==> src/rtl/stream_ctrl_pkg.sv <==
// Stream control package

package stream_ctrl_pkg;

  // ****************************************
  // header beat layout
  // ****************************************
  localparam int IDX_IS_NOT_MAX = 0;  // reserved word
  localparam int IDX_IS_MAX     = 1;  // lsb selects max mode
  localparam int IDX_KH2        = 3;  // kernel height halved

  // ****************************************
  // frame state
  // ****************************************
  typedef enum logic {
    HEADER_S = 1'b0,  // next s1 beat is a header
    PASS_S   = 1'b1   // data beats of the frame
  } frame_state_e;

endpackage

==> src/rtl/image_geom_pkg.sv <==
// Image geometry package

package image_geom_pkg;

  // ****************************************
  // default geometry
  // ****************************************
  localparam int DEF_WORD_WIDTH = 8;  // bits per pixel word
  localparam int DEF_UNITS      = 4;  // output words per lane
  localparam int DEF_KH_MAX     = 5;  // largest kernel height, odd

  // words per input beat, UNITS plus the edge words on both sides
  function automatic int padded_words(input int units, input int kh_max);
    return units + kh_max - 1;
  endfunction

  // width of kh2, which runs 0 .. kh_max/2
  function automatic int kh2_bits(input int kh_max);
    return (kh_max / 2 < 1) ? 1 : $clog2(kh_max / 2 + 1);
  endfunction

endpackage
==> src/rtl/image_beat_if.sv <==
// Two-lane image beat interface

interface image_beat_if #(
  parameter type lane_t   = logic,
  parameter int  KH2_BITS = image_geom_pkg::kh2_bits(image_geom_pkg::DEF_KH_MAX)
);

  logic                valid;   // source side
  logic                ready;   // sink side
  logic [KH2_BITS-1:0] kh2;     // kernel height halved, per beat
  lane_t               lane_1;
  lane_t               lane_2;

  // a beat moves on a clock edge with valid and ready both high
  modport source (
    output valid, kh2, lane_1, lane_2,
    input  ready
  );

  modport sink (
    input  valid, kh2, lane_1, lane_2,
    output ready
  );

endinterface

==> src/rtl/frame_header_ctrl.sv <==
// Frame header control and stream join

module frame_header_ctrl #(
  parameter int UNITS      = image_geom_pkg::DEF_UNITS,
  parameter int KH_MAX     = image_geom_pkg::DEF_KH_MAX,
  parameter int WORD_WIDTH = image_geom_pkg::DEF_WORD_WIDTH
) (
  input  logic                      aclk,
  input  logic                      arst_n,
  input  logic                      s1_valid,
  output logic                      s1_ready,
  input  logic [WORD_WIDTH*image_geom_pkg::padded_words(UNITS, KH_MAX)-1:0] s1_data,
  input  logic                      s1_last,
  input  logic                      s2_valid,
  output logic                      s2_ready,
  input  logic [WORD_WIDTH*image_geom_pkg::padded_words(UNITS, KH_MAX)-1:0] s2_data,
  image_beat_if.source              out
);

  import image_geom_pkg::*;
  import stream_ctrl_pkg::*;

  localparam int UNITS_EDGES = padded_words(UNITS, KH_MAX);
  localparam int KH2_BITS    = kh2_bits(KH_MAX);

  typedef logic [UNITS_EDGES-1:0][WORD_WIDTH-1:0] words_t;

  words_t              s1_words;
  words_t              s2_words;
  frame_state_e        state_q;
  logic                is_max_q;
  logic [KH2_BITS-1:0] kh2_q;
  logic                s1_fire;

  // header words must sit inside one beat
  if (IDX_IS_NOT_MAX >= UNITS_EDGES || IDX_IS_MAX >= UNITS_EDGES ||
      IDX_KH2 >= UNITS_EDGES) begin : g_hdr_check
    $error("header word index beyond beat width");
  end

  assign s1_words = s1_data;  // word i at bits [i*WORD_WIDTH +: WORD_WIDTH]
  assign s2_words = s2_data;
  assign s1_fire  = s1_valid && s1_ready;

  // ****************************************
  // frame state and header registers
  // ****************************************
  always_ff @(posedge aclk or negedge arst_n) begin
    if (!arst_n) begin
      state_q  <= HEADER_S;
      is_max_q <= 1'b0;
      kh2_q    <= '0;
    end else if (s1_fire) begin
      if (state_q == HEADER_S) begin
        state_q  <= PASS_S;
        is_max_q <= s1_words[IDX_IS_MAX][0];
        kh2_q    <= s1_words[IDX_KH2][KH2_BITS-1:0];
      end else if (s1_last) begin
        state_q <= HEADER_S;  // next beat is a new header
      end
    end
  end

  // ****************************************
  // handshake, join or copy
  // ****************************************
  always_comb begin
    out.valid = 1'b0;
    s1_ready  = 1'b0;
    s2_ready  = 1'b0;
    case (state_q)
      HEADER_S: begin
        s1_ready = out.ready;  // header is consumed here
      end
      default: begin
        if (is_max_q) begin
          out.valid = s1_valid && s2_valid;
          s1_ready  = s2_valid && out.ready;
          s2_ready  = s1_valid && out.ready;
        end else begin
          out.valid = s1_valid;
          s1_ready  = out.ready;
        end
      end
    endcase
  end

  assign out.lane_1 = s1_words;
  assign out.lane_2 = is_max_q ? s2_words : s1_words;  // copy stream 1 unless max
  assign out.kh2    = kh2_q;

endmodule

==> src/flat_wrapper.sv <==
// flat-port wrapper written by rule: the top's interface ports become plain ports
module frame_header_ctrl_flat import image_geom_pkg::*; import stream_ctrl_pkg::*;
#(
  parameter int UNITS      = image_geom_pkg::DEF_UNITS,
  parameter int KH_MAX     = image_geom_pkg::DEF_KH_MAX,
  parameter int WORD_WIDTH = image_geom_pkg::DEF_WORD_WIDTH
)
  (aclk, arst_n, s1_valid, s1_ready, s1_data, s1_last, s2_valid, s2_ready, s2_data, out_valid, out_kh2, out_lane_1, out_lane_2, out_ready);
  image_beat_if out_i ();
  input  logic aclk;
  input  logic arst_n;
  input  logic s1_valid;
  output logic s1_ready;
  input  logic [WORD_WIDTH*image_geom_pkg::padded_words(UNITS, KH_MAX)-1:0] s1_data;
  input  logic s1_last;
  input  logic s2_valid;
  output logic s2_ready;
  input  logic [WORD_WIDTH*image_geom_pkg::padded_words(UNITS, KH_MAX)-1:0] s2_data;
  output wire logic [$bits(out_i.valid)-1:0] out_valid;
  output wire logic [$bits(out_i.kh2)-1:0] out_kh2;
  output wire logic [$bits(out_i.lane_1)-1:0] out_lane_1;
  output wire logic [$bits(out_i.lane_2)-1:0] out_lane_2;
  input wire logic [$bits(out_i.ready)-1:0] out_ready;
  assign out_valid = out_i.valid;
  assign out_kh2 = out_i.kh2;
  assign out_lane_1 = out_i.lane_1;
  assign out_lane_2 = out_i.lane_2;
  assign out_i.ready = out_ready;
  frame_header_ctrl #(.UNITS(UNITS), .KH_MAX(KH_MAX), .WORD_WIDTH(WORD_WIDTH)) u_core (.aclk(aclk), .arst_n(arst_n), .s1_valid(s1_valid), .s1_ready(s1_ready), .s1_data(s1_data), .s1_last(s1_last), .s2_valid(s2_valid), .s2_ready(s2_ready), .s2_data(s2_data), .out(out_i));
endmodule
==> config.mk <==
export PLATFORM = sky130hd
export DESIGN_NAME = frame_header_ctrl_flat
export DESIGN_NICKNAME = d
export VERILOG_FILES = /design/src/rtl/stream_ctrl_pkg.sv /design/src/rtl/image_geom_pkg.sv /design/src/rtl/image_beat_if.sv /design/src/rtl/frame_header_ctrl.sv /design/src/flat_wrapper.sv
export SDC_FILE = /design/constraint.sdc
export NUM_CORES = 1
export LEC_CHECK = 0
export ABC_AREA = 1
export BUFFER_PORTS_ARGS = -buffer_cell sky130_fd_sc_hd__buf_4
export CAP_MARGIN = 30
export CORE_AREA = 2 2 54 56
export CTS_BUF_LIST = sky130_fd_sc_hd__clkbuf_4 sky130_fd_sc_hd__clkbuf_8 sky130_fd_sc_hd__clkbuf_16
export CTS_CLUSTER_DIAMETER = 200
export DETAILED_ROUTE_END_ITERATION = 10
export DIE_AREA = 0 0 56 58
export PLACE_DENSITY = 0.67
export SLEW_MARGIN = 20
export SYNTH_ARGS = -nofsm -noshare
export SYNTH_HDL_FRONTEND = slang
export SYNTH_SLANG_ARGS = --single-unit
==> constraint.sdc <==
create_clock -name aclk -period 1.2 [get_ports aclk]
set_input_delay 0.12 -clock aclk [delete_from_list [all_inputs] [get_ports aclk]]
set_output_delay 0.12 -clock aclk [all_outputs]
set_load 0.01 [all_outputs]
=== Word level (Yosys, flattened, before mapping) ===
Cells that the tools add are included.

* Bits in registers: 4
* Input port bits: 134
* Output and inout port bits: 7
* Word-level logic and storage cells: 18

* Muxes and demuxes: 9
* Bitwise gates (word level): 1
* Reduce and logical (&&, ||, !) cells: 5

{| class="wikitable"
|+ Operator list
! cell !! count
|-
| $mux 1 || 9
|-
| $logic_and 1x1->1 || 4
|-
| $reduce_and 2->1 || 1
|-
| $not 1->1 || 1
|}

=== Logic depth before layout (Yosys ltp) ===
Gate-level depths: netlist (run 1).

* Depth after elaboration: 5
* Mapped depth: 5
* Depth with buffers taken out: 5

=== Worst setup path before layout (run 1) ===
OpenSTA, ideal clock, no wires.

* Path type: reg2reg
* Start: register u_core.state_q
* End: register u_core.is_max_q
* Setup time: 0.120 ns
* Arrival: 0.691 ns
* Required time: 1.080 ns
* Path slack: 0.390 ns
* Stages on the path, launching flop included: 5
* Path buffers: 0
* Clock period less this slack: 0.810 ns
* Path through: dfrtp_1 inv_2 nand3_4 nor2_2 a21oi_2

* Longest elaborated chain between the ends: 3
* Elaborated cells between the ends (all ways): 4
* Those cells by class: 1 x mux; 1 x bitwise; 2 x reduce/logical

{| class="wikitable"
|+ RTL lines
! element !! RTL line !! source
|-
| from (decl) || frame_header_ctrl.sv:30 || <nowiki>frame_state_e state_q;</nowiki>
|-
| from (signal assigned) || frame_header_ctrl.sv:50 || <nowiki>state_q <= HEADER_S;</nowiki>
|-
| from (signal assigned) || frame_header_ctrl.sv:55 || <nowiki>state_q <= PASS_S;</nowiki>
|-
| from (signal assigned) || frame_header_ctrl.sv:59 || <nowiki>state_q <= HEADER_S;</nowiki>
|-
| $mux 1 || frame_header_ctrl.sv:71 || <nowiki>case (state_q)</nowiki>
|-
| $logic_and 1x1->1 || frame_header_ctrl.sv:43 || <nowiki>assign s1_fire = s1_valid && s1_ready;</nowiki>
|-
| $reduce_and 2->1 (no source line) * || -- ||
|-
| to (signal assigned) || frame_header_ctrl.sv:56 || <nowiki>is_max_q <= s1_words[IDX_IS_MAX][0];</nowiki>
|-
| to (decl) || frame_header_ctrl.sv:31 || <nowiki>logic is_max_q;</nowiki>
|}

Mark *: on every way between the ends. The rest lies on a longest branch, timed or not.
A chain may end at the register's enable or synchronous reset.

=== Worst setup path in the final report (run 1) ===
* Start: register u_core.is_max_q
* End: output s1_ready

* Longest elaborated chain between the ends: 2

{| class="wikitable"
|+ RTL lines
! element !! RTL line !! source
|-
| $mux 1 || frame_header_ctrl.sv:76 || <nowiki>if (is_max_q) begin</nowiki>
|-
| $mux 1 || frame_header_ctrl.sv:71 ||
|-
| to (decl) || flat_wrapper.sv:13 || <nowiki>output logic s1_ready;</nowiki>
|}

No other way between the ends.

==> results.toml, run 1 <==
[status]
status = "completed"

[layout]
n_antenna_cell = 0
nNetsFinal = 190
drive_gt1_share_pct = 57.41
syn_to_final_growth_pct = 88.27

[timing]
fin_crit_sh_pct = 96.48
max_freq_mhz = 863.7
setup_viol = 0
hold_viol = 0
worst_pin_slew_ns = 0.1689
rsz0062_at_grt = "true"
hold_ws_ns = 0.1351
setup_tns_ns = 0
relSlewSlack_pct = 88.74
final-max-slew-violation-count = 0
finClkSkew_ns = 0.002600
finalCriticalPeriod_ns = 1.158

[yosys]
synth_top_area_share_pct = 40.82
yosysTopAreaCell = "dfrtp_1"
synth_area_leaders = "dfrtp_1 (41%), nand2_1 (15%), nand3_4 (7.1%)"
seq_area_frac_synth_pct = 40.82
ys_ff_latch = 4
avgSynthCellArea_um2 = 7.664
ys_warn_count = 0
yosysUniqueCellTypes = 14
syn_nets = 166
synth_cells = 32
synth_area_um2 = 245.2

[floorplan]
fp.dieW_um = 56
pin_count = 141
die_y_um = 58
core_um2 = 2663
start_util_pct = 9.211
die-area_um2 = 3248
rows = 19

[global_route]
grt_antenna_before_repair = 0
grt_pass1_wl_mm = 1.110
grt_max_degree = 7
grt_overflow = 0
grt_pass1_vias = 290
grt_usage_pct = 4.503

[clock_network]
tritoncts = "done"
tritoncts.num_buffers = 3
cts.sinks = 4
clock_latency_ns = 0.23
cts.clk_slew.worst_paths_ns = 0.04
htree_levels = 1
cts_root_buffer = "clkbuf_4"
clock_path_buffers = 2

[routing]
drc = 0
wl_per_cell_um = 8.753
via_per_inst = 3.400
drtIter0Drc = 3
drt_wl_total_um = 744
dr_total_vias = 289
drtPass1Iterations = 4
ant_nets = 0

[power]
p_leak_nw = 0.2366
ir_drop_mv = 0.7293
p_per_area_nw_per_um2 = 1515
finalPower_uw = 699.4

[placement]
io_buffers = 17
dp_hpwl_um = 635.9
gp_congestion = 0.7146

[worst_hold_path]
hp-start = "s1_data[8]"
hold_end = "u_core.is_max_q"
worstHoldPathType = "primary input to register"
hold_depth = 3

[setup_path]
reg2reg_to = "u_core.state_q"
reg2reg_slack_ns = 0.27
worstPathArrival_ns = 1.04
crit_path_end_kind = "output port"
crit_path_max_fanout = 4
reg2reg_from = "u_core.state_q"
required_ns = 1.08
reg2reg_depth = 5
worst-setup-path-type = "register to output port"
cp-start-kind = "register"

[run]
maxCapViolCount = 0
power breakdown:
group | switching (mW) | internal (mW)
logic | 0.141 | 0.164
clock network | 0.0489 | 0.111
registers | 0.0492 | 0.185
layout make-up:
class	instances	area, um^2
clock buffer	3	22.52
multi-input combinational	22	123.9
fill	306	2201
timing repair buffer	20	156.4
sequential	4	101.3
inverter	5	18.77
tap	31	38.79
Yosys cell counts:
| cell | instances |
|---|---|
| nand4_1 | 1 |
| inv_2 | 1 |
| and2_1 | 1 |
| nor2_1 | 3 |
| a21oi_2 | 1 |
| nand2_1 | 10 |
| nand3_4 | 1 |
| nor2_2 | 1 |
| o21ai_1 | 2 |
| dfrtp_1 | 4 |
| nand3_1 | 1 |
| nand3_2 | 1 |
| buf_4 | 1 |
| inv_1 | 4 |
sequential cells by signal, indices dropped and copies added, names as in the netlist:
register         count
u_core.state_q       1
u_core.out.kh2       2
u_core.is_max_q      1
repair_timing:
action,CTS,global route
setup endpoints to repair,0,3
setup buffers,0,2
gates resized for setup,0,5
endpoints found under the hold margin,4,0
hold buffers,1,0
worst max path at each step:
stage	start	endpoint	slack (ns)	cells past startpoint
after global placement	u_core.is_max_q	out_valid	0.28	4
after detailed placement	u_core.state_q	s1_ready	0.27	3
after floorplan	u_core.state_q	u_core.is_max_q	0.39	4
after CTS	u_core.state_q	s1_ready	0.02	3
final	u_core.is_max_q	s1_ready	0.04	3
after global routing	u_core.is_max_q	s1_ready	-0.02	3
worst max-delay path, stage by stage (launching register included):
cell,delay [ns]
dfrtp_1,0.41
nand3_2,0.11
and2_4,0.17
buf_6,0.11
per-stage QoR:
step / cells / setup slack (ns) / area [um^2] / util, %
floorplan: 32 / 0.3899 / 245.2 / -
global placement: 79 / 0.2800 / 404.1 / 15.18
detailed placement: 79 / 0.2710 / 404.1 / 15.18
CTS: 83 / 0.01955 / 436.7 / 16.40
global route: 85 / -0.01840 / 461.7 / 17.34
finish: 85 / 0.04219 / 461.7 / 17.34
per-layer routing:
layer  up-vias  wire [um]  track usage [%]
met1       132        313            4.508
met3         0         98            4.018
met5         -          0                0
met4         0          0            1.020
li1        144          -                -
met2        13        331            7.059
logic make-up after synthesis:
group | count (synthesis) | synth area share [%]
AOI/OAI and AO/OA | 3 | 7.654
DFF | 4 | 40.82
and+or+nand+nor | 19 | 40.82
buffers and inverters | 6 | 10.71
cells in the final DEF (no fill, tap or decap):
cell type      synthesis  layout
dlygate4sd3_1          0       1
buf_6                  0       1
nand2_1               10      10
and2_4                 0       1
o21ai_1                2       2
inv_1                  4       3
clkbuf_4               0       3
dfrtp_1                4       3
nand4_1                1       1
a21oi_2                1       1
buf_4                  1      18
dfrtp_2                0       1
nand3_1                1       1
nand3_2                1       1
nor2_2                 1       2
nor2_1                 3       2
inv_2                  1       2
nand3_4                1       1
No activity file was read; power rests on OpenSTA's default activity.
==> run 2, diff against run 1 <==
Settings changed: PLACE_DENSITY 0.67 to 0.63.
==> results.toml, run 2 (same netlist as run 1, synthesis figures left out) <==
[power]
p_int_uw = 433.9
seqPwrFrac_pct = 35.2
p_per_area_nw_per_um2 = 1484
finalPower_uw = 653.4
combPwrFrac_pct = 40.6
ir_drop_mv = 0.9776
p_leak_nw = 0.2260
p_sw_share_pct = 33.59
p_switching_uw = 219.5
clkPwrFrac_pct = 24.2

[timing]
relSlewSlack_pct = 90.13
final-max-slew-violation-count = 0
max_freq_mhz = 881.0
hold_viol = 0
finalCriticalPeriod_ns = 1.135
fin_crit_sh_pct = 94.59
finClkSkew_ns = 0.001524
hold_ws_ns = 0.1295
fin_ws_ns = 0.06492
rsz0062_at_grt = "true"
setup_viol = 0
worst_pin_slew_ns = 0.1481
setup_tns_ns = 0

[floorplan]
die-area_um2 = 3248
pin_count = 141
fp.dieW_um = 56
core_um2 = 2663
die_y_um = 58
start_util_pct = 9.211
rows = 19

[global_route]
grt_antenna_before_repair = 0
grt_pass1_vias = 246
grt_pass1_wl_mm = 1.035
grt_usage_pct = 4.409
grt_overflow = 0
grt_max_degree = 7

[layout]
syn_to_final_growth_pct = 79.59
mostFrequentLayoutCell = "buf_4"
mostFrequentLayoutCells = "buf_4 (17), nand2_1 (10)"
utilization_pct = 16.54
fillers = 321
drive_gt1_share_pct = 53.85
largest_reg_flops = 2
multi_input_area_um2 = 121.4
fin_cells = 83
nNetsFinal = 188
n_antenna_cell = 0
seq_area_um2 = 101.3
stdcell_area_um2 = 440.4

[routing]
via_per_inst = 3.157
dr_total_vias = 262
drtPass1Iterations = 2
drt_wl_total_um = 654
drtIter0Drc = 5
drc = 0
wl_per_cell_um = 7.880
ant_nets = 0

[clock_network]
cts_root_buffer = "clkbuf_4"
tritoncts = "done"
clock_latency_ns = 0.23
clock_path_buffers = 2
cts.clk_slew.worst_paths_ns = 0.04
cts.sinks = 4
htree_levels = 1
tritoncts.num_buffers = 3

[setup_path]
cp-start-kind = "register"
worstPathArrival_ns = 1.02
required_ns = 1.08
crit_path_end_kind = "output port"
crit_path_max_fanout = 5
worst-setup-path-type = "register to output port"

[placement]
io_buffers = 17
dp_hpwl_um = 560.9
gp_congestion = 0.6787
dp_slack_ns = 0.2763
dpl-instance-area_um2 = 404.1
dpl.cell_count = 79

[worst_hold_path]
worstHoldPathType = "primary input to register"

[status]
status = "completed"

[run]
maxCapViolCount = 0
run 2: final timing paths:
check | to | startpoint | cells past startpoint | slack (ns)
min | u_core.is_max_q | s1_data[8] | 3 | 0.13
max | s1_ready | u_core.state_q | 3 | 0.06
max reg2reg | u_core.is_max_q | u_core.state_q | 4 | 0.35
min in group asynchronous | u_core.is_max_q | arst_n | 2 | 0.22
min reg2reg | u_core.out.kh2[0] | u_core.out.kh2[0] | 2 | 0.50
max in group asynchronous | u_core.state_q | arst_n | 2 | 0.87
run 2: cell type report:
type,instances,area share [%]
well taps,31,8.807
clock buffers,3,5.114
flip-flops and latches,4,23.01
multi-input cells,22,27.56
inverters,5,4.261
repair buffers,18,31.25
run 2: routing by layer:
layer  vias up  global-route usage, %  part of all wire (%)
li1        139                      -                     -
met1       108                  6.011                    54
met2        15                  4.538                    32
met3         0                  4.464                    15
met4         0                  1.020                     0
met5         -                      0                     0
run 2: power by group through the flow:
stage | clock [mW] | combinational, mW | sequential (mW)
floorplan | 0 | 0.123 | 0.233
global placement | 0 | 0.257 | 0.226
detailed placement | 0 | 0.263 | 0.224
CTS | 0.167 | 0.265 | 0.226
global route | 0.187 | 0.293 | 0.237
finish | 0.158 | 0.265 | 0.230
run 2: worst max-delay path, stage by stage (launching register included):
cell and delay [ns]:
dfrtp_2 0.40, nand3_2 0.11, and2_4 0.15, buf_4 0.13
run 2: timing repair:
item | in CTS | in global routing
hold endpoints to repair | 4 | 0
setup endpoints to repair | 0 | 3
buffers inserted | 0 | 0
hold buffers | 1 | 0
resized for setup | 0 | 3
