## src/rtl/image_geom_pkg.sv

```systemverilog
// Image geometry package

package image_geom_pkg;

  // ****************************************
  // default geometry
  // ****************************************
  localparam int DEF_WORD_WIDTH = 8;  // bits per pixel word
  localparam int DEF_UNITS      = 4;  // output words per lane
  localparam int DEF_KH_MAX     = 5;  // largest kernel height, odd

  // words per input beat, UNITS plus the edge words on both sides
  function automatic int padded_words(input int units, input int kh_max);
    return units + kh_max - 1;
  endfunction

  // width of kh2, which runs 0 .. kh_max/2
  function automatic int kh2_bits(input int kh_max);
    return (kh_max / 2 < 1) ? 1 : $clog2(kh_max / 2 + 1);
  endfunction

endpackage
```

## src/rtl/image_beat_if.sv

```systemverilog
// Two-lane image beat interface

interface image_beat_if #(
  parameter type lane_t   = logic,
  parameter int  KH2_BITS = image_geom_pkg::kh2_bits(image_geom_pkg::DEF_KH_MAX)
);

  logic                valid;   // source side
  logic                ready;   // sink side
  logic [KH2_BITS-1:0] kh2;     // kernel height halved, per beat
  lane_t               lane_1;
  lane_t               lane_2;

  // a beat moves on a clock edge with valid and ready both high
  modport source (
    output valid, kh2, lane_1, lane_2,
    input  ready
  );

  modport sink (
    input  valid, kh2, lane_1, lane_2,
    output ready
  );

endinterface

```

## src/rtl/stream_slice.sv

```systemverilog
// Two-entry register slice

module stream_slice #(
  parameter type lane_t   = logic,
  parameter int  KH2_BITS = image_geom_pkg::kh2_bits(image_geom_pkg::DEF_KH_MAX)
) (
  input  logic         aclk,
  input  logic         arst_n,
  image_beat_if.sink   in,
  image_beat_if.source out
);

  logic                out_valid_q;
  logic                skid_valid_q;
  logic                ready_q;
  lane_t               out_lane_1_q;
  lane_t               out_lane_2_q;
  logic [KH2_BITS-1:0] out_kh2_q;
  lane_t               skid_lane_1_q;
  lane_t               skid_lane_2_q;
  logic [KH2_BITS-1:0] skid_kh2_q;
  logic                in_fire;
  logic                out_free;

  assign in_fire  = in.valid && ready_q;
  assign out_free = !out_valid_q || out.ready;  // output entry can take a beat

  // ****************************************
  // entry valids and registered ready
  // ****************************************
  always_ff @(posedge aclk or negedge arst_n) begin
    if (!arst_n) begin
      out_valid_q  <= 1'b0;
      skid_valid_q <= 1'b0;
      ready_q      <= 1'b0;
    end else if (out_free) begin
      out_valid_q  <= skid_valid_q || in_fire;
      skid_valid_q <= 1'b0;
      ready_q      <= 1'b1;
    end else if (in_fire) begin
      skid_valid_q <= 1'b1;  // both entries full now
      ready_q      <= 1'b0;
    end else begin
      ready_q <= !skid_valid_q;
    end
  end

  // ****************************************
  // payload
  // ****************************************
  always_ff @(posedge aclk) begin
    if (out_free) begin
      out_lane_1_q <= skid_valid_q ? skid_lane_1_q : in.lane_1;
      out_lane_2_q <= skid_valid_q ? skid_lane_2_q : in.lane_2;
      out_kh2_q    <= skid_valid_q ? skid_kh2_q : in.kh2;
    end
    if (!out_free && in_fire) begin
      skid_lane_1_q <= in.lane_1;
      skid_lane_2_q <= in.lane_2;
      skid_kh2_q    <= in.kh2;
    end
  end

  assign in.ready   = ready_q;
  assign out.valid  = out_valid_q;
  assign out.lane_1 = out_lane_1_q;
  assign out.lane_2 = out_lane_2_q;
  assign out.kh2    = out_kh2_q;

endmodule

```

## src/flat_wrapper.sv

```systemverilog
// flat-port wrapper written by rule: the top's interface ports become plain ports
module stream_slice_flat 
#(
  parameter type lane_t   = logic,
  parameter int  KH2_BITS = image_geom_pkg::kh2_bits(image_geom_pkg::DEF_KH_MAX)
)
  (aclk, arst_n, in_valid, in_kh2, in_lane_1, in_lane_2, in_ready, out_valid, out_kh2, out_lane_1, out_lane_2, out_ready);
  image_beat_if #(.lane_t(lane_t), .KH2_BITS(KH2_BITS)) in_i ();
  image_beat_if #(.lane_t(lane_t), .KH2_BITS(KH2_BITS)) out_i ();
  input  logic aclk;
  input  logic arst_n;
  input wire logic [$bits(in_i.valid)-1:0] in_valid;
  input wire logic [$bits(in_i.kh2)-1:0] in_kh2;
  input wire logic [$bits(in_i.lane_1)-1:0] in_lane_1;
  input wire logic [$bits(in_i.lane_2)-1:0] in_lane_2;
  output wire logic [$bits(in_i.ready)-1:0] in_ready;
  output wire logic [$bits(out_i.valid)-1:0] out_valid;
  output wire logic [$bits(out_i.kh2)-1:0] out_kh2;
  output wire logic [$bits(out_i.lane_1)-1:0] out_lane_1;
  output wire logic [$bits(out_i.lane_2)-1:0] out_lane_2;
  input wire logic [$bits(out_i.ready)-1:0] out_ready;
  assign in_i.valid = in_valid;
  assign in_i.kh2 = in_kh2;
  assign in_i.lane_1 = in_lane_1;
  assign in_i.lane_2 = in_lane_2;
  assign in_ready = in_i.ready;
  assign out_valid = out_i.valid;
  assign out_kh2 = out_i.kh2;
  assign out_lane_1 = out_i.lane_1;
  assign out_lane_2 = out_i.lane_2;
  assign out_i.ready = out_ready;
  stream_slice #(.lane_t(lane_t), .KH2_BITS(KH2_BITS)) u_core (.aclk(aclk), .arst_n(arst_n), .in(in_i), .out(out_i));
endmodule
```

## config.mk

```make
export PLATFORM = sky130hd
export DESIGN_NAME = stream_slice_flat
export DESIGN_NICKNAME = d
export VERILOG_FILES = /design/src/rtl/image_geom_pkg.sv /design/src/rtl/image_beat_if.sv /design/src/rtl/stream_slice.sv /design/src/flat_wrapper.sv
export SDC_FILE = /design/constraint.sdc
export NUM_CORES = 1
export LEC_CHECK = 0
export BUFFER_PORTS_ARGS = -buffer_cell sky130_fd_sc_hd__buf_4
export CORE_AREA = 2 2 39 41
export CTS_BUF_LIST = sky130_fd_sc_hd__clkbuf_2
export DETAILED_ROUTE_END_ITERATION = 10
export DIE_AREA = 0 0 41 43
export PLACE_DENSITY_LB_ADDON = 0.2
export SLEW_MARGIN = 20
export SYNTH_ARGS = -nofsm -noshare
export SYNTH_HDL_FRONTEND = slang
export SYNTH_SLANG_ARGS = --single-unit
```

## constraint.sdc

```tcl
create_clock -name aclk -period 2.25 [get_ports aclk]
set_input_delay 0.675 -clock aclk [delete_from_list [all_inputs] [get_ports aclk]]
set_output_delay 0.675 -clock aclk [all_outputs]
set_load 0.01 [all_outputs]
```

Word-level counts from Yosys, hierarchy flattened

Cells that the tools add are included.

Output and inout bits: 6
Flip-flop bits (word level): 11
ROM bits: 0
Input bits: 8
Latch bits: 0
Memories: 0
Word-level logic and storage cells: 24
Memory bits (writable): 0

Multipliers: 0
Eq/ne operators: 0
Div/mod/pow operators: 0
Bitwise gates (word level): 0
Add/subtract/negate cells: 0
Shift operators: 0
Mux-type cells: 7
$lt $le $gt $ge: 0
Reductions and logical operators: 8

Operators by type and width:

| cell                | number |
|---|---|
| $mux W1             | 6 |
| $logic_not A1 Y1    | 3 |
| $logic_and A1 B1 Y1 | 2 |
| $logic_or A1 B1 Y1  | 2 |
| $mux W2             | 1 |
| $reduce_bool A2 Y1  | 1 |

Depth between registers and ports, before layout

Gate-level depths: netlist of the first run.

Depth in word-level cells: 4
Depth in mapped cells: 2
Mapped depth without buffers: 2

Least setup slack after synthesis of the first run

OpenSTA, ideal clock, no wires.

Kind: in2reg
From: input port out_ready
To: register u_core.skid_kh2_q[0], enable pin
Path buffers: 0
Arrival: 1.062 ns
Cell stages on the path: 2
Slack: 0.859 ns
Data required time: 1.921 ns
Setup time: 0.329 ns
Cells stage by stage: nand2b_4 -> nor2_1

Cells in the longest elaborated chain, start to end: 3

RTL lines:

| element              | line               | text |
|---|---|---|
| from (decl)          | flat_wrapper.sv:21 | `input wire logic [$bits(out_i.ready)-1:0] out_ready;` |
| $logic_or A1 B1 Y1   | stream_slice.sv:26 | `assign out_free = !out_valid_q \|\| out.ready;` |
| $logic_not A1 Y1     | stream_slice.sv:57 | `if (!out_free && in_fire) begin` |
| $logic_and A1 B1 Y1  | stream_slice.sv:57 |  |
| to (signal assigned) | stream_slice.sv:60 | `skid_kh2_q <= in.kh2;` |
| to (decl)            | stream_slice.sv:21 | `logic [KH2_BITS-1:0] skid_kh2_q;` |

No other way between the ends.
A chain may end at the register's enable or synchronous reset.

Worst setup path after layout of the first run

From: register u_core.out_valid_q (netlist: u_core.out.valid)
To: output port out_valid

RTL lines:

| element                | line               | text |
|---|---|---|
| from (decl)            | stream_slice.sv:13 | `logic out_valid_q;` |
| from (signal assigned) | stream_slice.sv:37 | `out_valid_q <= skid_valid_q \|\| in_fire;` |
| to (decl)              | flat_wrapper.sv:17 | `output wire logic [$bits(out_i.valid)-1:0] out_valid;` |

No word-level cell between the ends.

==> results by group, run 1 <==
Final layout
  • Nets@finish: 48
  • Core Util, Final: 38.88%
  • Layout cells sized above 1: 56.41%
  • Synthesis-to-layout area growth: 34.37%
  • Ant. Diodes: 0
  • Fill cells: 138

Clock network
  • CTS buffer count: 3
  • Cts hold-fix bufs: 0
  • Longest Clk Path Bufs: 2
  • Clock sink count: 11
  • H-tree depth: 1
  • Worst-path clk slew: 0.09 ns
  • Post-CTS Setup Bufs: 0
  • Root Driver: clkbuf_2
  • # resized after CTS: 0
  • CTS tree: done
  • Clk_lat worst skew: 0.24 ns

Global route
  • Largest net degree at the start of global routing: 9
  • GR Layer Usage met3: 3.141%
  • First-pass GRT wire length: 910 um
  • Number of global-route vias before repair: 230
  • Tot GR Track Use: 8.299%
  • Top Usage Layer GRT: met2
  • Total gr overflow: 0
  • Met2 Usage GRT: 13.13%
  • Met1 Use GR: 8.247%
  • Initial antenna violation count: 0

STA
  • Unrepaired setup endpoints after global routing: no
  • Worst Clk Skew: 0.002571 ns
  • Post-layout min period: 1.492 ns
  • Relative slew slack: 78.37%
  • Slew @ Worst Pin: 0.3232 ns
  • Max Clock Freq: 0.6703 GHz
  • Setup_tns: 0 ns
  • Final setup fails: 0
  • Max Slew Vio Count: 0
  • Hold Vio Cnt, Final: 0
  • Period utilization: 66.31%

Floorplanning
  • Die Y: 43 um
  • Initial core utilization: 28.93%
  • # IOs: 14
  • # rows: 14
  • Die width: 41 um
  • Die Area: 0.001763 mm2
  • CORE AREA: 0.001384 mm2

Worst setup path
  • Max incr delay on CP: 0.42 ns
  • CP Data Required Time: 1.57 ns
  • Slowest cell on crit path: dfrtp_1
  • CP delay by family, top: flip-flops
  • CP max FO: 2
  • Critical Path, Cell by Cell: buf_4
  • Data arrival, critical path: 0.82 ns
  • CP bufs+invs: 1
  • Setup crit start kind: register
  • Critical path start-end classification: reg2out
  • Worst setup EP type: primary output

Detailed routing
  • DRC Markers: 0
  • WL per Instance: 10.78 um
  • Final wirelength: 593 um
  • Number of DRC markers in iteration 0: 5
  • Vias per cell: 4.345
  • Total number of vias: 239
  • Antenna viol nets, final: 0
  • 1st-pass router iterations: 4

Synth
  • Top cells by area, synth: edfxtp_1 (60%), dfrtp_1 (19%), mux2_2 (11%)
  • Seq/Total Area, Yosys: 78.75%
  • Post-synthesis mux area share: 11.25%
  • Area leader, netlist: edfxtp_1
  • Most used DFF post-synth: edfxtp_1
  • Cells after Synth: 22
  • Post-synthesis adder-cell area fraction: 0%
  • Compound-Gate Fraction of Synth Area: 1.250%
  • Mapped Area: 400.4 um2
  • Post-synthesis simple-gate area fraction: 8.750%
  • Synth Area in XOR/XNOR: 0%
  • Yosys cell types: 8
  • Synth Register Bits: 11
  • Largest family of logic cells by synthesized area: multiplexers
  • Post-Syn Area per Cell: 18.20 um2
  • Synth top area share: 60.00%
  • Number of flops mapped to enable cells by yosys: 8
  • Post-Syn Nets: 30
  • Top-count cell post-synth: edfxtp_1
  • Commonest cells in the synthesized netlist: edfxtp_1 (8), mux2_2 (4), dfrtp_1 (3)
  • Synth warn: 0
  • Synth async-reset ratio: 27.27%

Placed design
  • Gpl congestion: 0.6454
  • I/O Buffers: 13

Pwr
  • Total power per unit cell area: 769.5 mW/mm2
  • Peak VDD IR: 0.3661 mV
  • LEAKAGE: 0.2252 nW

Job
  • Max-cap violations: 0

Status
  • Outcome: finished clean

Hold path
  • Worst Hold Class: in2async
-- flip-flops by register name (all words and copies together), names as in the netlist --
register and flops:
u_core.skid_lane_2_q 1, u_core.skid_valid_q 1, u_core.skid_kh2_q 2, u_core.out.kh2 2, u_core.skid_lane_1_q 1, u_core.out.valid 1
u_core.out.lane_2 1, u_core.out.lane_1 1, u_core.in.ready 1
-- metrics by stage --
step / total power [W] / worst slack, ns / area [um2] / cells / hold WS [ns]
global route: 0.0004383 / 0.6951 / 538.0 / 55 / 0.1550
floorplan: 0.0002797 / 0.8588 / 400.4 / 22 / 0.3794
CTS: 0.0004198 / 0.7355 / 538.0 / 55 / 0.1834
global placement: 0.0003138 / 0.6917 / 518.0 / 51 / 0.4631
detailed placement: 0.0003154 / 0.6430 / 518.0 / 51 / 0.4649
finish: 0.0004140 / 0.7581 / 538.0 / 55 / 0.1984
-- report_power, final --
group / switching, W / leakage, nW / internal, W
registers: 0.00000991 / 0.111 / 0.000239
clock network: 0.0000580 / 0.0166 / 0.0000472
logic: 0.0000249 / 0.0978 / 0.0000347
total: 0.0000928 / 0.225 / 0.000321
-- metal layers --
| metal | share of wire (%) | wire, um |
|---|---|---|
| met4 | 0 | 0 |
| met5 | 0 | 0 |
| met2 | 55 | 328 |
| met3 | 11 | 65 |
| met1 | 34 | 199 |
-- cell families after synthesis --
group	after synthesis
and+or+nand+nor	6
DFF	11
muxes	4
AOI/OAI and AO/OA	1
-- cell usage in the layout, fill, tap and decap left out --
cell type	n
or2_1	1
dfrtp_1	3
mux2_2	4
nand2_1	2
a21oi_1	1
nand2b_4	1
buf_4	13
edfxtp_1	8
nor2_1	2
clkbuf_2	4
-- final timing paths --
kind	startpoint	slack (ns)	cells after the start	end
min reg2reg	u_core.skid_lane_1_q	0.57	1	u_core.out.lane_1
max	u_core.out.valid	0.76	1	out_valid
min	arst_n	0.20	1	u_core.in.ready
min in group aclk	u_core.skid_lane_1_q	0.57	1	u_core.out.lane_1
max in group asynchronous	arst_n	1.96	1	u_core.skid_valid_q
max reg2reg	u_core.out.valid	1.13	2	u_core.skid_kh2_q[1]
-- area by class of cell --
class	count	area (um2)	share of cell area, %
clock buffer	4	20.02	3.721
multi-input combinational	11	85.08	15.81
sequential	11	315.3	58.60
tap	16	20.02	3.721
timing repair buffer	13	97.59	18.14
Note: power is estimated with default switching activity, not from simulation.
==> inputs of run 2 (changes only) <==
--- a/config.mk
+++ b/config.mk
@@ -5,6 +5,7 @@
 export SDC_FILE = /design/constraint.sdc
 export NUM_CORES = 1
 export LEC_CHECK = 0
+export ABC_AREA = 1
 export BUFFER_PORTS_ARGS = -buffer_cell sky130_fd_sc_hd__buf_4
 export CORE_AREA = 2 2 39 41
 export CTS_BUF_LIST = sky130_fd_sc_hd__clkbuf_2
==> constraint.sdc (replaced) <==
create_clock -name aclk -period 1.5 [get_ports aclk]
set_input_delay 0.45 -clock aclk [delete_from_list [all_inputs] [get_ports aclk]]
set_output_delay 0.45 -clock aclk [all_outputs]
set_load 0.01 [all_outputs]
==> run 2 against run 1 <==
Net effect:
- utilization up 1.5 points
- setup slack got worse by 0.49 ns
- clock skew is 0.0020 ns lower
- cell area increased by 4.0%
- via count rose by 14%
- clock-buffer cell count unchanged
- register-to-register slack got worse by 0.69 ns
- critical path type unchanged
- critical endpoint unchanged
- largest power group unchanged
==> results by group, run 2 <==
Status
  • Outcome: finished clean

STA
  • Worst Clk Skew: 0.0005240 ns
  • Setup_tns: 0 ns
  • Post-layout min period: 1.228 ns
  • Max Slew Vio Count: 0
  • Period utilization: 81.89%
  • Unrepaired setup endpoints after global routing: no
  • Final setup fails: 0
  • Relative slew slack: 79.83%
  • Max Clock Freq: 0.8141 GHz
  • PnR worst setup slack: 0.2716 ns
  • Hold_ws: 0.3816 ns
  • Hold Vio Cnt, Final: 0
  • Slew @ Worst Pin: 0.3014 ns

Placed design
  • Pre-CTS WS: 0.2334 ns
  • I/O Buffers: 13
  • Post-DP HPWL: 489.5 um
  • Gpl congestion: 0.6717
  • Placed Instance Area: 529.3 um2

Clock network
  • CTS buffer count: 3
  • Clock sink count: 11
  • H-tree depth: 1
  • Clk_lat worst skew: 0.25 ns
  • CTS tree: done
  • Post-CTS Setup Bufs: 0
  • Worst-path clk slew: 0.10 ns
  • Longest Clk Path Bufs: 2
  • Root Driver: clkbuf_2

Synth
  • Compound-Gate Fraction of Synth Area: 2.167%
  • Mapped Area: 404.1 um2
  • Synth Area in XOR/XNOR: 0%
  • Post-synthesis adder-cell area fraction: 0%
  • Post-Syn Area per Cell: 12.25 um2
  • Top-count cell post-synth: nand2_1
  • Synth Register Bits: 11
  • Post-Syn Nets: 41
  • Synth warn: 0
  • Post-synthesis simple-gate area fraction: 17.03%
  • Post-synthesis mux area share: 0%
  • Area leader, netlist: edfxtp_1
  • Number of flops mapped to enable cells by yosys: 8
  • Top cells by area, synth: edfxtp_1 (59%), dfrtp_1 (19%), nand2_1 (15%)
  • Commonest cells in the synthesized netlist: nand2_1 (16), edfxtp_1 (8), dfrtp_1 (3)
  • Synth async-reset ratio: 27.27%
  • Largest family of logic cells by synthesized area: simple AND/OR/NAND/NOR gates
  • Synth top area share: 59.44%
  • Yosys cell types: 8
  • Cells after Synth: 33
  • Seq/Total Area, Yosys: 78.02%
  • Most used DFF post-synth: edfxtp_1

Final layout
  • Most frequent cells in the layout: nand2_1 (16), buf_4 (14), edfxtp_1 (8), clkbuf_2 (4), dfrtp_1 (3)
  • Final Cell Area: 559.3 um2
  • Synthesis-to-layout area growth: 38.39%
  • Nets@finish: 61
  • Layout cells sized above 1: 38.46%
  • Ant. Diodes: 0
  • Most common cell after layout, fill and taps aside: nand2_1

Worst setup path
  • Critical path start-end classification: reg2out
  • Reg2reg end: u_core.skid_lane_1_q
  • CP max FO: 2
  • Worst setup EP type: primary output
  • Data arrival, critical path: 0.78 ns
  • CP Data Required Time: 1.05 ns
  • Critical Path, Cell by Cell: buf_4
  • Reg2Reg Setup Slack: 0.44 ns
  • Slowest cell on crit path: dfrtp_1
  • Worst Reg-to-Reg Cells: 2
  • Critical Path Start: u_core.out.valid
  • Max incr delay on CP: 0.39 ns
  • Setup crit start kind: register
  • Worst reg2reg startpoint: u_core.in.ready
  • CP delay by family, top: flip-flops
  • CP bufs+invs: 1

Global route
  • Number of global-route vias before repair: 274
  • Initial antenna violation count: 0
  • First-pass GRT wire length: 1097 um
  • Largest net degree at the start of global routing: 8
  • Total gr overflow: 0
  • Tot GR Track Use: 9.417%

Detailed routing
  • Vias per cell: 4.015
  • Antenna viol nets, final: 0
  • Total number of vias: 273
  • WL per Instance: 8.868 um
  • Final wirelength: 603 um
  • Number of DRC markers in iteration 0: 0
  • 1st-pass router iterations: 1
  • DRC Markers: 0

Hold path
  • Worst Hold Depth: 1
  • Worst Hold Class: in2reg
  • Hold EP: u_core.skid_lane_2_q
  • Hold path start: in_lane_2

Floorplanning
  • Die Area: 0.001763 mm2
  • # rows: 14
  • CORE AREA: 0.001384 mm2
  • Die Y: 43 um
  • # IOs: 14
  • Initial core utilization: 29.20%
  • Die width: 41 um

Pwr
  • Total power per unit cell area: 1140 mW/mm2
  • Peak VDD IR: 0.4057 mV
  • LEAKAGE: 0.2647 nW
  • Pwr Total: 0.0006376 W

Job
  • Max-cap violations: 0
## run 2: report_power, final
group	switching [W]	internal, W	leakage, nW
sequential	0.0000108	0.000361	0.111
combinational	0.0000510	0.0000515	0.137
clock	0.0000925	0.0000708	0.0166
## run 2: worst max path at each step
stage / endpoint / depth (start not counted) / slack [ns]
detailed placement: u_core.skid_kh2_q[0] / 4 / 0.23
CTS: out_valid / 1 / 0.25
global placement: u_core.skid_kh2_q[0] / 4 / 0.24
finish: out_valid / 1 / 0.27
global route: out_kh2[1] / 1 / 0.22
floorplan: u_core.skid_kh2_q[0] / 3 / 0.28
## run 2: worst register-to-register path, stage by stage, from the launching register on
cell,delay [ns]
dfrtp_1,0.36
nand2_1,0.11
nor2_1,0.29
## run 2: cell families (layout without fill, tap and decap cells)
family          after synthesis  after routing
flops                        11             11
simple gates                 18             18
compound gates                1              1
buf+inv                       3             22
## run 2: through the flow
stage               util (%)  cells
floorplan                  -     33
global placement       38.25     63
detailed placement     38.25     63
CTS                    40.42     68
global route           40.42     68
finish                 40.42     68
## run 2: per-layer routing
layer	share of wire [%]	vias to the layer above	GRT usage, %
met3	5.6	0	3.141
met4	0	0	6.000
li1	-	145	-
met2	50	7	11.88
met1	44	121	13.36
met5	0	-	0
## run 2: area by class of cell
cell class | instances | area (um2)
clock buffer | 4 | 20.02
fill | 135 | 824.5
inverter | 3 | 11.26
multi-input combinational | 19 | 77.57
sequential | 11 | 315.3
tap | 16 | 20.02
timing repair buffer | 15 | 115.1
## run 2: what timing repair did
action | in CTS | in global routing
resized for setup | 0 | 0
hold buffers | 1 | 0
endpoints found under the hold margin | 3 | 0
endpoints found under the setup margin | 0 | 0
